<file path="src/common/accumPkg.sv">
`default_nettype none

package accumPkg;

	// FP16 field widths
	localparam int FP_EXP_W = 5;
	localparam int FP_MAN_W = 10;
	localparam int FP_W = 16;
	localparam int FP_BIAS = 15;

	// Guard, round and sticky below the stored mantissa
	localparam int FP_GRS_W = 3;
	localparam int FP_EXT_W = 1 + FP_MAN_W + FP_GRS_W; // Hidden bit on top
	localparam int FP_SHIFT_W = $clog2(FP_EXT_W);

	localparam int ADD_LATENCY = 8; // Operand to result, fixed by fpAdder stages
	localparam int DEFAULT_ELEM_COUNT = 8;

	typedef struct packed {
		logic sign;
		logic [FP_EXP_W-1:0] exp;
		logic [FP_MAN_W-1:0] man;
	} fpFields_s;

	// Raw view orders magnitudes, field view feeds the datapath
	typedef union packed {
		logic [FP_W-1:0] raw;
		fpFields_s f;
	} fpHalf_u;

endpackage

`default_nettype wire

</file>
<file path="src/fpadd/fpAlign.sv">
`timescale 1ns/1ps
`default_nettype none

module fpAlign
	import accumPkg::*;
(
	input fpHalf_u a,
	input fpHalf_u b,
	output fpHalf_u larger,
	output logic [FP_EXT_W-1:0] smallMan,
	output logic bSwapped
);

	fpHalf_u aClean;
	fpHalf_u bClean;
	fpHalf_u smaller;
	logic [FP_EXP_W-1:0] expDiff;
	logic [FP_EXT_W-1:0] unshifted;
	logic [FP_EXT_W-1:0] coarse;
	logic [FP_EXT_W-1:0] fine;
	logic coarseLost;
	logic fineLost;

	// Zero exponent counts as zero, no subnormals
	always_comb begin
		aClean = a;
		bClean = b;
		if (a.f.exp == '0)
			aClean.f.man = '0;
		if (b.f.exp == '0)
			bClean.f.man = '0;
	end

	// Exponent sits above mantissa so the raw bits compare as magnitudes
	assign bSwapped = aClean.raw[FP_W-2:0] < bClean.raw[FP_W-2:0];
	assign larger = bSwapped ? bClean : aClean;
	assign smaller = bSwapped ? aClean : bClean;
	assign expDiff = larger.f.exp - smaller.f.exp; // Never negative after the swap

	assign unshifted = {|smaller.f.exp, smaller.f.man, {FP_GRS_W{1'b0}}};

	always_comb begin
		// Coarse step, 0/4/8/12
		coarse = unshifted >> {expDiff[3:2], 2'b00};
		coarseLost = |(unshifted & ~({FP_EXT_W{1'b1}} << {expDiff[3:2], 2'b00}));
		// Fine step, 0 to 3
		fine = coarse >> expDiff[1:0];
		fineLost = |(coarse & ~({FP_EXT_W{1'b1}} << expDiff[1:0]));
		if (expDiff > FP_EXP_W'(FP_EXT_W - 1))
			smallMan = {{(FP_EXT_W-1){1'b0}}, |unshifted}; // Shifted past the end, sticky only
		else
			smallMan = {fine[FP_EXT_W-1:1], fine[0] | coarseLost | fineLost};
	end

endmodule

`default_nettype wire

</file>
<file path="src/fpadd/fpNormalize.sv">
`timescale 1ns/1ps
`default_nettype none

module fpNormalize
	import accumPkg::*;
(
	input logic [FP_EXT_W-1:0] bigMan,
	input logic [FP_EXT_W-1:0] smallMan,
	input logic effSub,
	output logic [FP_EXT_W:0] normMan,
	output logic [FP_SHIFT_W-1:0] shiftAmt,
	output logic zeroSum
);

	logic [FP_EXT_W:0] rawSum; // Extra top bit catches the carry
	logic [FP_SHIFT_W-1:0] leadShift;

	// bigMan is the larger magnitude, difference stays non-negative
	assign rawSum = effSub ? {1'b0, bigMan} - {1'b0, smallMan}
	                       : {1'b0, bigMan} + {1'b0, smallMan};
	assign zeroSum = ~|rawSum;

	// Priority search, highest set bit wins
	always_comb begin
		leadShift = '0;
		for (int i = 0; i < FP_EXT_W; i++) begin
			if (rawSum[i])
				leadShift = FP_SHIFT_W'(FP_EXT_W - 1 - i);
		end
	end

	always_comb begin
		if (rawSum[FP_EXT_W]) begin
			normMan = rawSum; // Carry out, rounding shifts right by one
			shiftAmt = '0;
		end else begin
			normMan = {1'b0, rawSum[FP_EXT_W-1:0] << leadShift};
			shiftAmt = leadShift;
		end
	end

endmodule

`default_nettype wire

</file>
<file path="src/fpadd/fpRound.sv">
`timescale 1ns/1ps
`default_nettype none

module fpRound
	import accumPkg::*;
(
	input logic [FP_EXT_W:0] normMan,
	input logic [FP_SHIFT_W-1:0] shiftAmt,
	input logic carryOut,
	input logic [FP_EXP_W-1:0] expIn,
	input logic signIn,
	input logic zeroSum,
	output fpHalf_u result
);

	logic [FP_EXT_W-1:0] window; // Hidden, mantissa, guard, round, sticky
	logic [FP_MAN_W-1:0] keptMan;
	logic guardBit;
	logic tailBits;
	logic roundUp;
	logic [FP_MAN_W:0] roundedMan;
	logic signed [FP_EXP_W+1:0] expAdj; // Two spare bits to spot underflow

	// Carry out moves the binary point one place left
	assign window = carryOut ? normMan[FP_EXT_W:1] : normMan[FP_EXT_W-1:0];
	assign keptMan = window[FP_EXT_W-2 -: FP_MAN_W];
	assign guardBit = window[FP_GRS_W-1];
	assign tailBits = |window[FP_GRS_W-2:0] | (carryOut & normMan[0]);

	// Nearest, ties to even
	assign roundUp = guardBit & (tailBits | keptMan[0]);
	assign roundedMan = {1'b0, keptMan} + roundUp;

	// Rounding carry leaves the fraction at zero and bumps the exponent
	assign expAdj = {2'b00, expIn} + carryOut + roundedMan[FP_MAN_W] - shiftAmt;

	always_comb begin
		result.raw = '0; // Exact zero and flushed underflow give +0
		if (!zeroSum && expAdj > 0) begin
			result.f.sign = signIn;
			result.f.exp = expAdj[FP_EXP_W-1:0];
			result.f.man = roundedMan[FP_MAN_W-1:0];
		end
	end

endmodule

`default_nettype wire

</file>
<file path="src/fpadd/fpAdder.sv">
`timescale 1ns/1ps
`default_nettype none

module fpAdder
	import accumPkg::*;
(
	input logic ap_clk,
	input fpHalf_u a,
	input fpHalf_u b,
	output fpHalf_u sum
);

	localparam int NORM_FIRST = 4;
	localparam int NORM_LAST = 6;

	fpHalf_u aQ1; // Stage 1 operands
	fpHalf_u bQ1;
	fpHalf_u largerA;
	logic [FP_EXT_W-1:0] smallA;
	logic bSwappedA;

	fpHalf_u largerQ2;
	logic [FP_EXT_W-1:0] smallQ2;
	logic swapQ2;
	logic aSignQ2;
	logic bSignQ2;

	logic [FP_EXT_W-1:0] bigQ3;
	logic [FP_EXT_W-1:0] smallQ3;
	logic effSubQ3;
	logic signQ3;
	logic [FP_EXP_W-1:0] expQ3; // Common exponent

	logic [FP_EXT_W:0] normMan;
	logic [FP_SHIFT_W-1:0] shiftAmt;
	logic zeroSum;

	// Normalize results and side data, stages 4 to 6
	logic [FP_EXT_W:0] manP [NORM_FIRST:NORM_LAST];
	logic [FP_SHIFT_W-1:0] shiftP [NORM_FIRST:NORM_LAST];
	logic [FP_EXP_W-1:0] expP [NORM_FIRST:NORM_LAST];
	logic signP [NORM_FIRST:NORM_LAST];
	logic zeroP [NORM_FIRST:NORM_LAST];

	fpHalf_u rounded;
	fpHalf_u resultQ7;

	fpAlign alignStage (
		.a(aQ1),
		.b(bQ1),
		.larger(largerA),
		.smallMan(smallA),
		.bSwapped(bSwappedA)
	);

	fpNormalize normStage (
		.bigMan(bigQ3),
		.smallMan(smallQ3),
		.effSub(effSubQ3),
		.normMan(normMan),
		.shiftAmt(shiftAmt),
		.zeroSum(zeroSum)
	);

	fpRound roundStage (
		.normMan(manP[NORM_LAST]),
		.shiftAmt(shiftP[NORM_LAST]),
		.carryOut(manP[NORM_LAST][FP_EXT_W]),
		.expIn(expP[NORM_LAST]),
		.signIn(signP[NORM_LAST]),
		.zeroSum(zeroP[NORM_LAST]),
		.result(rounded)
	);

	always_ff @(posedge ap_clk) begin
		aQ1 <= a;
		bQ1 <= b;

		// Stage 2, coarse and fine shift share the align logic ahead of it
		largerQ2 <= largerA;
		smallQ2 <= smallA;
		swapQ2 <= bSwappedA;
		aSignQ2 <= aQ1.f.sign;
		bSignQ2 <= bQ1.f.sign;

		// Stage 3, add operands and effective operation
		bigQ3 <= {|largerQ2.f.exp, largerQ2.f.man, {FP_GRS_W{1'b0}}};
		smallQ3 <= smallQ2;
		effSubQ3 <= aSignQ2 ^ bSignQ2;
		signQ3 <= swapQ2 ? bSignQ2 : aSignQ2; // Sign of the larger magnitude
		expQ3 <= largerQ2.f.exp;

		manP[NORM_FIRST] <= normMan;
		shiftP[NORM_FIRST] <= shiftAmt;
		expP[NORM_FIRST] <= expQ3;
		signP[NORM_FIRST] <= signQ3;
		zeroP[NORM_FIRST] <= zeroSum;
		// Two more slots so the add and left shift can be retimed across them
		for (int i = NORM_FIRST + 1; i <= NORM_LAST; i++) begin
			manP[i] <= manP[i-1];
			shiftP[i] <= shiftP[i-1];
			expP[i] <= expP[i-1];
			signP[i] <= signP[i-1];
			zeroP[i] <= zeroP[i-1];
		end

		resultQ7 <= rounded;
		sum <= resultQ7; // Stage 8 output register
	end

	// Known operands come out known exactly one latency later
	resultKnown: assert property (@(posedge ap_clk)
		!$isunknown({a, b}) |-> ##ADD_LATENCY !$isunknown(sum));

endmodule

`default_nettype wire

</file>
<file path="src/logic/accumControl.sv">
`timescale 1ns/1ps
`default_nettype none

module accumControl
	import accumPkg::*;
#(
	parameter int ELEM_COUNT = DEFAULT_ELEM_COUNT,
	localparam int ADDR_W = (ELEM_COUNT > 1) ? $clog2(ELEM_COUNT) : 1
) (
	input logic ap_clk,
	input logic ap_rst,
	input logic apStart,
	input logic apContinue,
	output logic apIdle,
	output logic apDone,
	output logic apReady,
	output logic [ADDR_W-1:0] memAddr,
	output logic memEnable,
	input fpHalf_u memData,
	output fpHalf_u accumOut,
	output logic accumOutValid,
	output fpHalf_u addA,
	output fpHalf_u addB,
	input fpHalf_u addSum
);

	localparam int IDX_W = $clog2(ELEM_COUNT + 1); // Must reach ELEM_COUNT itself
	localparam int WAIT_W = $clog2(ADD_LATENCY);

	typedef enum logic [1:0] {
		StIdle,
		StIssue,
		StCapture,
		StWait
	} ctrlState_e;

	ctrlState_e state;
	logic [IDX_W-1:0] elemIdx;
	logic [WAIT_W-1:0] waitCnt;
	logic doneReg; // Done held until continue
	logic startOk;
	logic finish;
	logic lastWait;
	fpHalf_u elemReg;
	fpHalf_u sumReg;
	fpHalf_u resultReg;

	assign startOk = (state == StIdle) && apStart && !doneReg;
	assign finish = (state == StIssue) && (elemIdx == IDX_W'(ELEM_COUNT));
	assign lastWait = (state == StWait) && (waitCnt == WAIT_W'(ADD_LATENCY - 1));

	always_ff @(posedge ap_clk) begin
		if (ap_rst) begin
			state <= StIdle;
			elemIdx <= '0;
			waitCnt <= '0;
			doneReg <= 1'b0;
			resultReg <= '0;
		end else begin
			case (state)
				StIdle: begin
					if (startOk)
						state <= StIssue;
				end
				StIssue: state <= finish ? StIdle : StCapture;
				StCapture: begin
					state <= StWait;
					waitCnt <= '0;
				end
				StWait: begin
					waitCnt <= waitCnt + 1'b1;
					if (lastWait)
						state <= StIssue;
				end
			endcase

			if (startOk)
				elemIdx <= '0;
			else if (lastWait)
				elemIdx <= elemIdx + 1'b1;

			// Continue wins over a new done as in the block protocol
			if (apContinue)
				doneReg <= 1'b0;
			else if (finish)
				doneReg <= 1'b1;

			if (finish)
				resultReg <= sumReg;
		end
	end

	always_ff @(posedge ap_clk) begin
		if (startOk)
			sumReg <= '0;
		else if (lastWait)
			sumReg <= addSum; // Result of the add launched in the capture cycle
		if (state == StCapture)
			elemReg <= memData;
	end

	// Launch straight from memData so the result lands in the last wait cycle
	assign addA = sumReg;
	assign addB = (state == StCapture) ? memData : elemReg;

	assign memEnable = (state == StIssue) && !finish;
	assign memAddr = elemIdx[ADDR_W-1:0];

	assign apIdle = (state == StIdle) && !apStart;
	assign apDone = finish || doneReg;
	assign apReady = finish;
	assign accumOutValid = finish;
	assign accumOut = finish ? sumReg : resultReg; // Sum shows in the done cycle and then holds

	// Index never runs past the array while reads go out
	memReadInRange: assert property (@(posedge ap_clk) disable iff (ap_rst)
		memEnable |-> elemIdx < IDX_W'(ELEM_COUNT));

	// Ready comes with done and the result register keeps the sum after it
	readyHoldsDone: assert property (@(posedge ap_clk) disable iff (ap_rst)
		apReady |-> apDone ##1
			((apDone || $past(apContinue)) && accumOut == $past(accumOut)));

endmodule

`default_nettype wire

</file>
<file path="src/logic/accumTop.sv">
`timescale 1ns/1ps
`default_nettype none

module accumTop
	import accumPkg::*;
#(
	parameter int ELEM_COUNT = DEFAULT_ELEM_COUNT,
	localparam int ADDR_W = (ELEM_COUNT > 1) ? $clog2(ELEM_COUNT) : 1
) (
	input logic ap_clk,
	input logic ap_rst,
	input logic apStart,
	input logic apContinue,
	output logic apIdle,
	output logic apDone,
	output logic apReady,
	output logic [ADDR_W-1:0] memAddr,
	output logic memEnable,
	input fpHalf_u memData,
	output fpHalf_u accumOut,
	output logic accumOutValid
);

	fpHalf_u addA; // Running sum
	fpHalf_u addB; // Current element
	fpHalf_u addSum;

	accumControl #(
		.ELEM_COUNT(ELEM_COUNT)
	) control (
		.ap_clk(ap_clk),
		.ap_rst(ap_rst),
		.apStart(apStart),
		.apContinue(apContinue),
		.apIdle(apIdle),
		.apDone(apDone),
		.apReady(apReady),
		.memAddr(memAddr),
		.memEnable(memEnable),
		.memData(memData),
		.accumOut(accumOut),
		.accumOutValid(accumOutValid),
		.addA(addA),
		.addB(addB),
		.addSum(addSum)
	);

	// Free-running pipeline, no reset
	fpAdder adder (
		.ap_clk(ap_clk),
		.a(addA),
		.b(addB),
		.sum(addSum)
	);

endmodule

`default_nettype wire

</file>
<file path="config.mk">
export PLATFORM = sky130hd
export DESIGN_NAME = accumTop
export DESIGN_NICKNAME = d
export VERILOG_FILES = /design/src/common/accumPkg.sv /design/src/fpadd/fpAlign.sv /design/src/fpadd/fpNormalize.sv /design/src/fpadd/fpRound.sv /design/src/fpadd/fpAdder.sv /design/src/logic/accumControl.sv /design/src/logic/accumTop.sv
export SDC_FILE = /design/constraint.sdc
export NUM_CORES = 1
export LEC_CHECK = 0
export BUFFER_PORTS_ARGS = -buffer_cell sky130_fd_sc_hd__clkbuf_2
export CAP_MARGIN = 10
export CORE_MARGIN = 4
export CORE_UTILIZATION = 50
export DETAILED_ROUTE_END_ITERATION = 8
export HOLD_SLACK_MARGIN = 0.03
export PLACE_DENSITY = 0.69
export SYNTH_ARGS = -nofsm -noshare
export SYNTH_HDL_FRONTEND = slang
export SYNTH_HIERARCHICAL = 1
export SYNTH_SLANG_ARGS = --single-unit
export TNS_END_PERCENT = 10
</file>
<file path="constraint.sdc">
create_clock -name ap_clk -period 4.4 [get_ports ap_clk]
set_input_delay 0.22 -clock ap_clk [delete_from_list [all_inputs] [get_ports ap_clk]]
set_output_delay 0.22 -clock ap_clk [all_outputs]
set_load 0.01 [all_outputs]
</file>
==> implementation parameters <==
Parameter                              Value

Floorplan
  Count of boundary I/O pins ... 44
  Die span in y ... 158.8 um
  Floorplan core area ... 22,090 um^2
  Floorplan row count ... 54
  Die area ... approximately 25,000 um^2
  Die width ... 158.8 um
  Starting utilization of the core area ... 0.5150

STA
  Measured slew at the worst slew-check pin ... 999.4 ps
  Ratio of final minimum period to clock period ... 0.9594
  Final hold violation count ... 0
  Final critical delay including setup and external delays ... 4222 ps
  Maximum achievable frequency ... roughly 240 MHz
  Setup Viol. Count Final ... 0
  Clock skew ... 15.94 ps
  Final slew viol count ... 0
  Worst slew margin relative to its limit ... 0.3337
  Setup repair after global routing missed its margin ... yes
  Setup TNS ... 0 ps

Worst hold path
  Path type of the worst min-delay path ... input port to flop
  WHS Path Cells ... 2

Drt
  Starting DRT DRC Count ... 560
  First-pass iteration count of the detailed router ... 5
  Drt total wl ... about 26 mm
  Vias per inst ... 5.531
  Antenna Violating Nets Remaining ... 0
  Number of vias after detailed routing ... 8,678
  Wire per inst ... 16.26 um
  Drt drc ... 0

GRT
  Wire length of the first global-routing pass ... 41.48 mm
  Grt ovf ... 0
  Number of antenna violations at the first check in global routing ... 0
  Total routing resource utilization after global routing ... 0.1936
  Largest net degree at the start of global routing ... 34
  Number of global-route vias before repair ... 8,323

Critical path
  Cells on worst reg2reg path ... 22
  Type of origin of the critical path ... flop
  Critical setup path kind ... flop to flop
  Worst endpoint data arrival time ... 4660 ps
  Internal reg-to-reg setup slack ... 180 ps
  CP Capture Type ... flop
  Crit path required time ... 4840 ps
  Worst Path Max Fanout ... 7

Final layout
  Cell area after layout ... 13,510 um^2
  Non-filler cells in the finished layout ... 1,569
  Nets ... around 1,300
  Fraction of final layout cells with drive strength greater than 1 ... 0.2321
  Area overhead of the layout relative to synthesis ... 18.78%

Logic synthesis
  Cell count after synthesis ... 1,159
  Synth warn ... 6
  Post-synthesis cell area ... around 11,000 um^2
  Post-Synthesis Mean Instance Area ... 9.816 um^2

Placed design
  Number of buffer cells added on primary ports ... 43
  Count of placed standard cells including taps ... 1,497
  Final GP Congestion ... 0.8960
  Post-DP HPWL ... between 15 and 20 mm
  Placed Instance Area ... 12,170 um^2

Outcome
  Result of the run ... complete, no violations

Job
  Number of max-capacitance violations reported ... 0

CTS
  Clock sink total ... 264
  Deepest level of the CTS H-tree ... 1
  Worst-path clk slew ... 60 ps
  Clk Tree Root Cell ... sky130_fd_sc_hd__clkbuf_16
  Buffer levels on the longest clock path ... 3
  Number of buffers inserted during clock tree synthesis ... 25
  Clock insertion delay at the later pin of the skew report ... between 500 and 600 ps
  CTS tree ... yes
==> layout make-up <==
cell class                 count  area (um^2)
multi-input combinational    801         5864
antenna                        1        2.502
timing repair buffer         138        970.9
clock inverter                 9        163.9
sequential                   264         5285
inverter                      42        157.7
clock buffer                  34        719.4
fill                        1833         8579
tap                          280        350.3
==> layer usage <==
metal,GRT usage,vias to the layer above,part of all wire
li1,-,4341,-
met4,0.04300,0,0.019
met1,0.2702,4093,0.46
met3,0.02514,46,0.049
met5,0,-,0
met2,0.3234,198,0.47
==> layout by cell type, fill, tap and decap left out, drive strengths merged, types with 9 or more instances in the layout <==
master / instances
o211ai: 16
nand4: 10
inv: 44
clkbuf: 77
ha: 50
nor2: 86
nor2b: 14
mux2: 44
and2: 35
a211oi: 15
o21ai: 64
nor3b: 9
xnor2: 25
buf: 78
mux2i: 28
nand2: 111
a31oi: 13
xor2: 16
a21o: 12
nand3: 32
a21oi: 56
dfxtp: 264
nor3: 24
dlygate4sd3: 17
==> worst max-delay path: stages (launching register included) <==
cell and delay, ps:
sky130_fd_sc_hd__dfxtp_1 330, sky130_fd_sc_hd__nor3_2 240, sky130_fd_sc_hd__nand2_2 140, sky130_fd_sc_hd__buf_4 170, sky130_fd_sc_hd__nand2_1 50, sky130_fd_sc_hd__inv_1 50
sky130_fd_sc_hd__ha_1 270, sky130_fd_sc_hd__nand4_1 120, sky130_fd_sc_hd__buf_4 160, sky130_fd_sc_hd__a211oi_2 270, sky130_fd_sc_hd__o21ai_2 100, sky130_fd_sc_hd__a211o_1 280
sky130_fd_sc_hd__a21boi_1 140, sky130_fd_sc_hd__ha_2 220, sky130_fd_sc_hd__inv_2 70, sky130_fd_sc_hd__nand3_1 90, sky130_fd_sc_hd__o311a_4 410, sky130_fd_sc_hd__and2_4 190
sky130_fd_sc_hd__buf_4 140, sky130_fd_sc_hd__mux2i_1 110, sky130_fd_sc_hd__mux2i_1 250, sky130_fd_sc_hd__mux2i_1 150, sky130_fd_sc_hd__o22ai_1 200
==> final timing paths <==
path,from,end
worst max-delay path,adder/aQ1[13],adder/smallQ2[3]
worst min-delay path,ap_rst,control/waitCnt[0]
worst max register to register,adder/aQ1[13],adder/smallQ2[3]
worst min register to register,adder/signQ3,adder/signP[1][0]
==> flip-flops by register name, summed over array words and instances (netlist names), 2 cells and up <==
register,count
control/elemIdx,4
adder/expP,15
adder/signP,3
control/waitCnt,3
control/elemReg,16
adder/bQ1,16
adder/sum,16
adder/shiftP,12
adder/aQ1,16
adder/resultQ7,16
adder/largerQ2,15
adder/smallQ2,14
adder/expQ3,5
adder/manP,45
control/addA,16
adder/smallQ3,14
control/resultReg,16
adder/zeroP,3
control/state,2
adder/bigQ3,11
==> stage by stage <==
stage | hold WS (ps) | util | setup slack, ps
after floorplan | 295.8 | - | 4.947
after global placement | 310.0 | 0.5507 | 70.95
after detailed placement | 312.1 | 0.5507 | -18.55
after CTS | 33.98 | 0.5984 | 80.63
after global routing | 59.97 | 0.6116 | -111.7
final | 55.28 | 0.6117 | 178.4
==> repair_timing <==
item | 4_1_cts | 5_1_grt
pin swaps | 0 | 15
gates resized for setup | 1 | 50
buffers inserted | 0 | 10
endpoints found under the setup margin | 3 | 23
gates cloned | 0 | 1
hold buffers | 17 | 0
endpoints found under the hold margin | 33 | 0
Power is not shown: default switching activity piles up to over one toggle a cycle in this logic, so the estimate is an artifact.
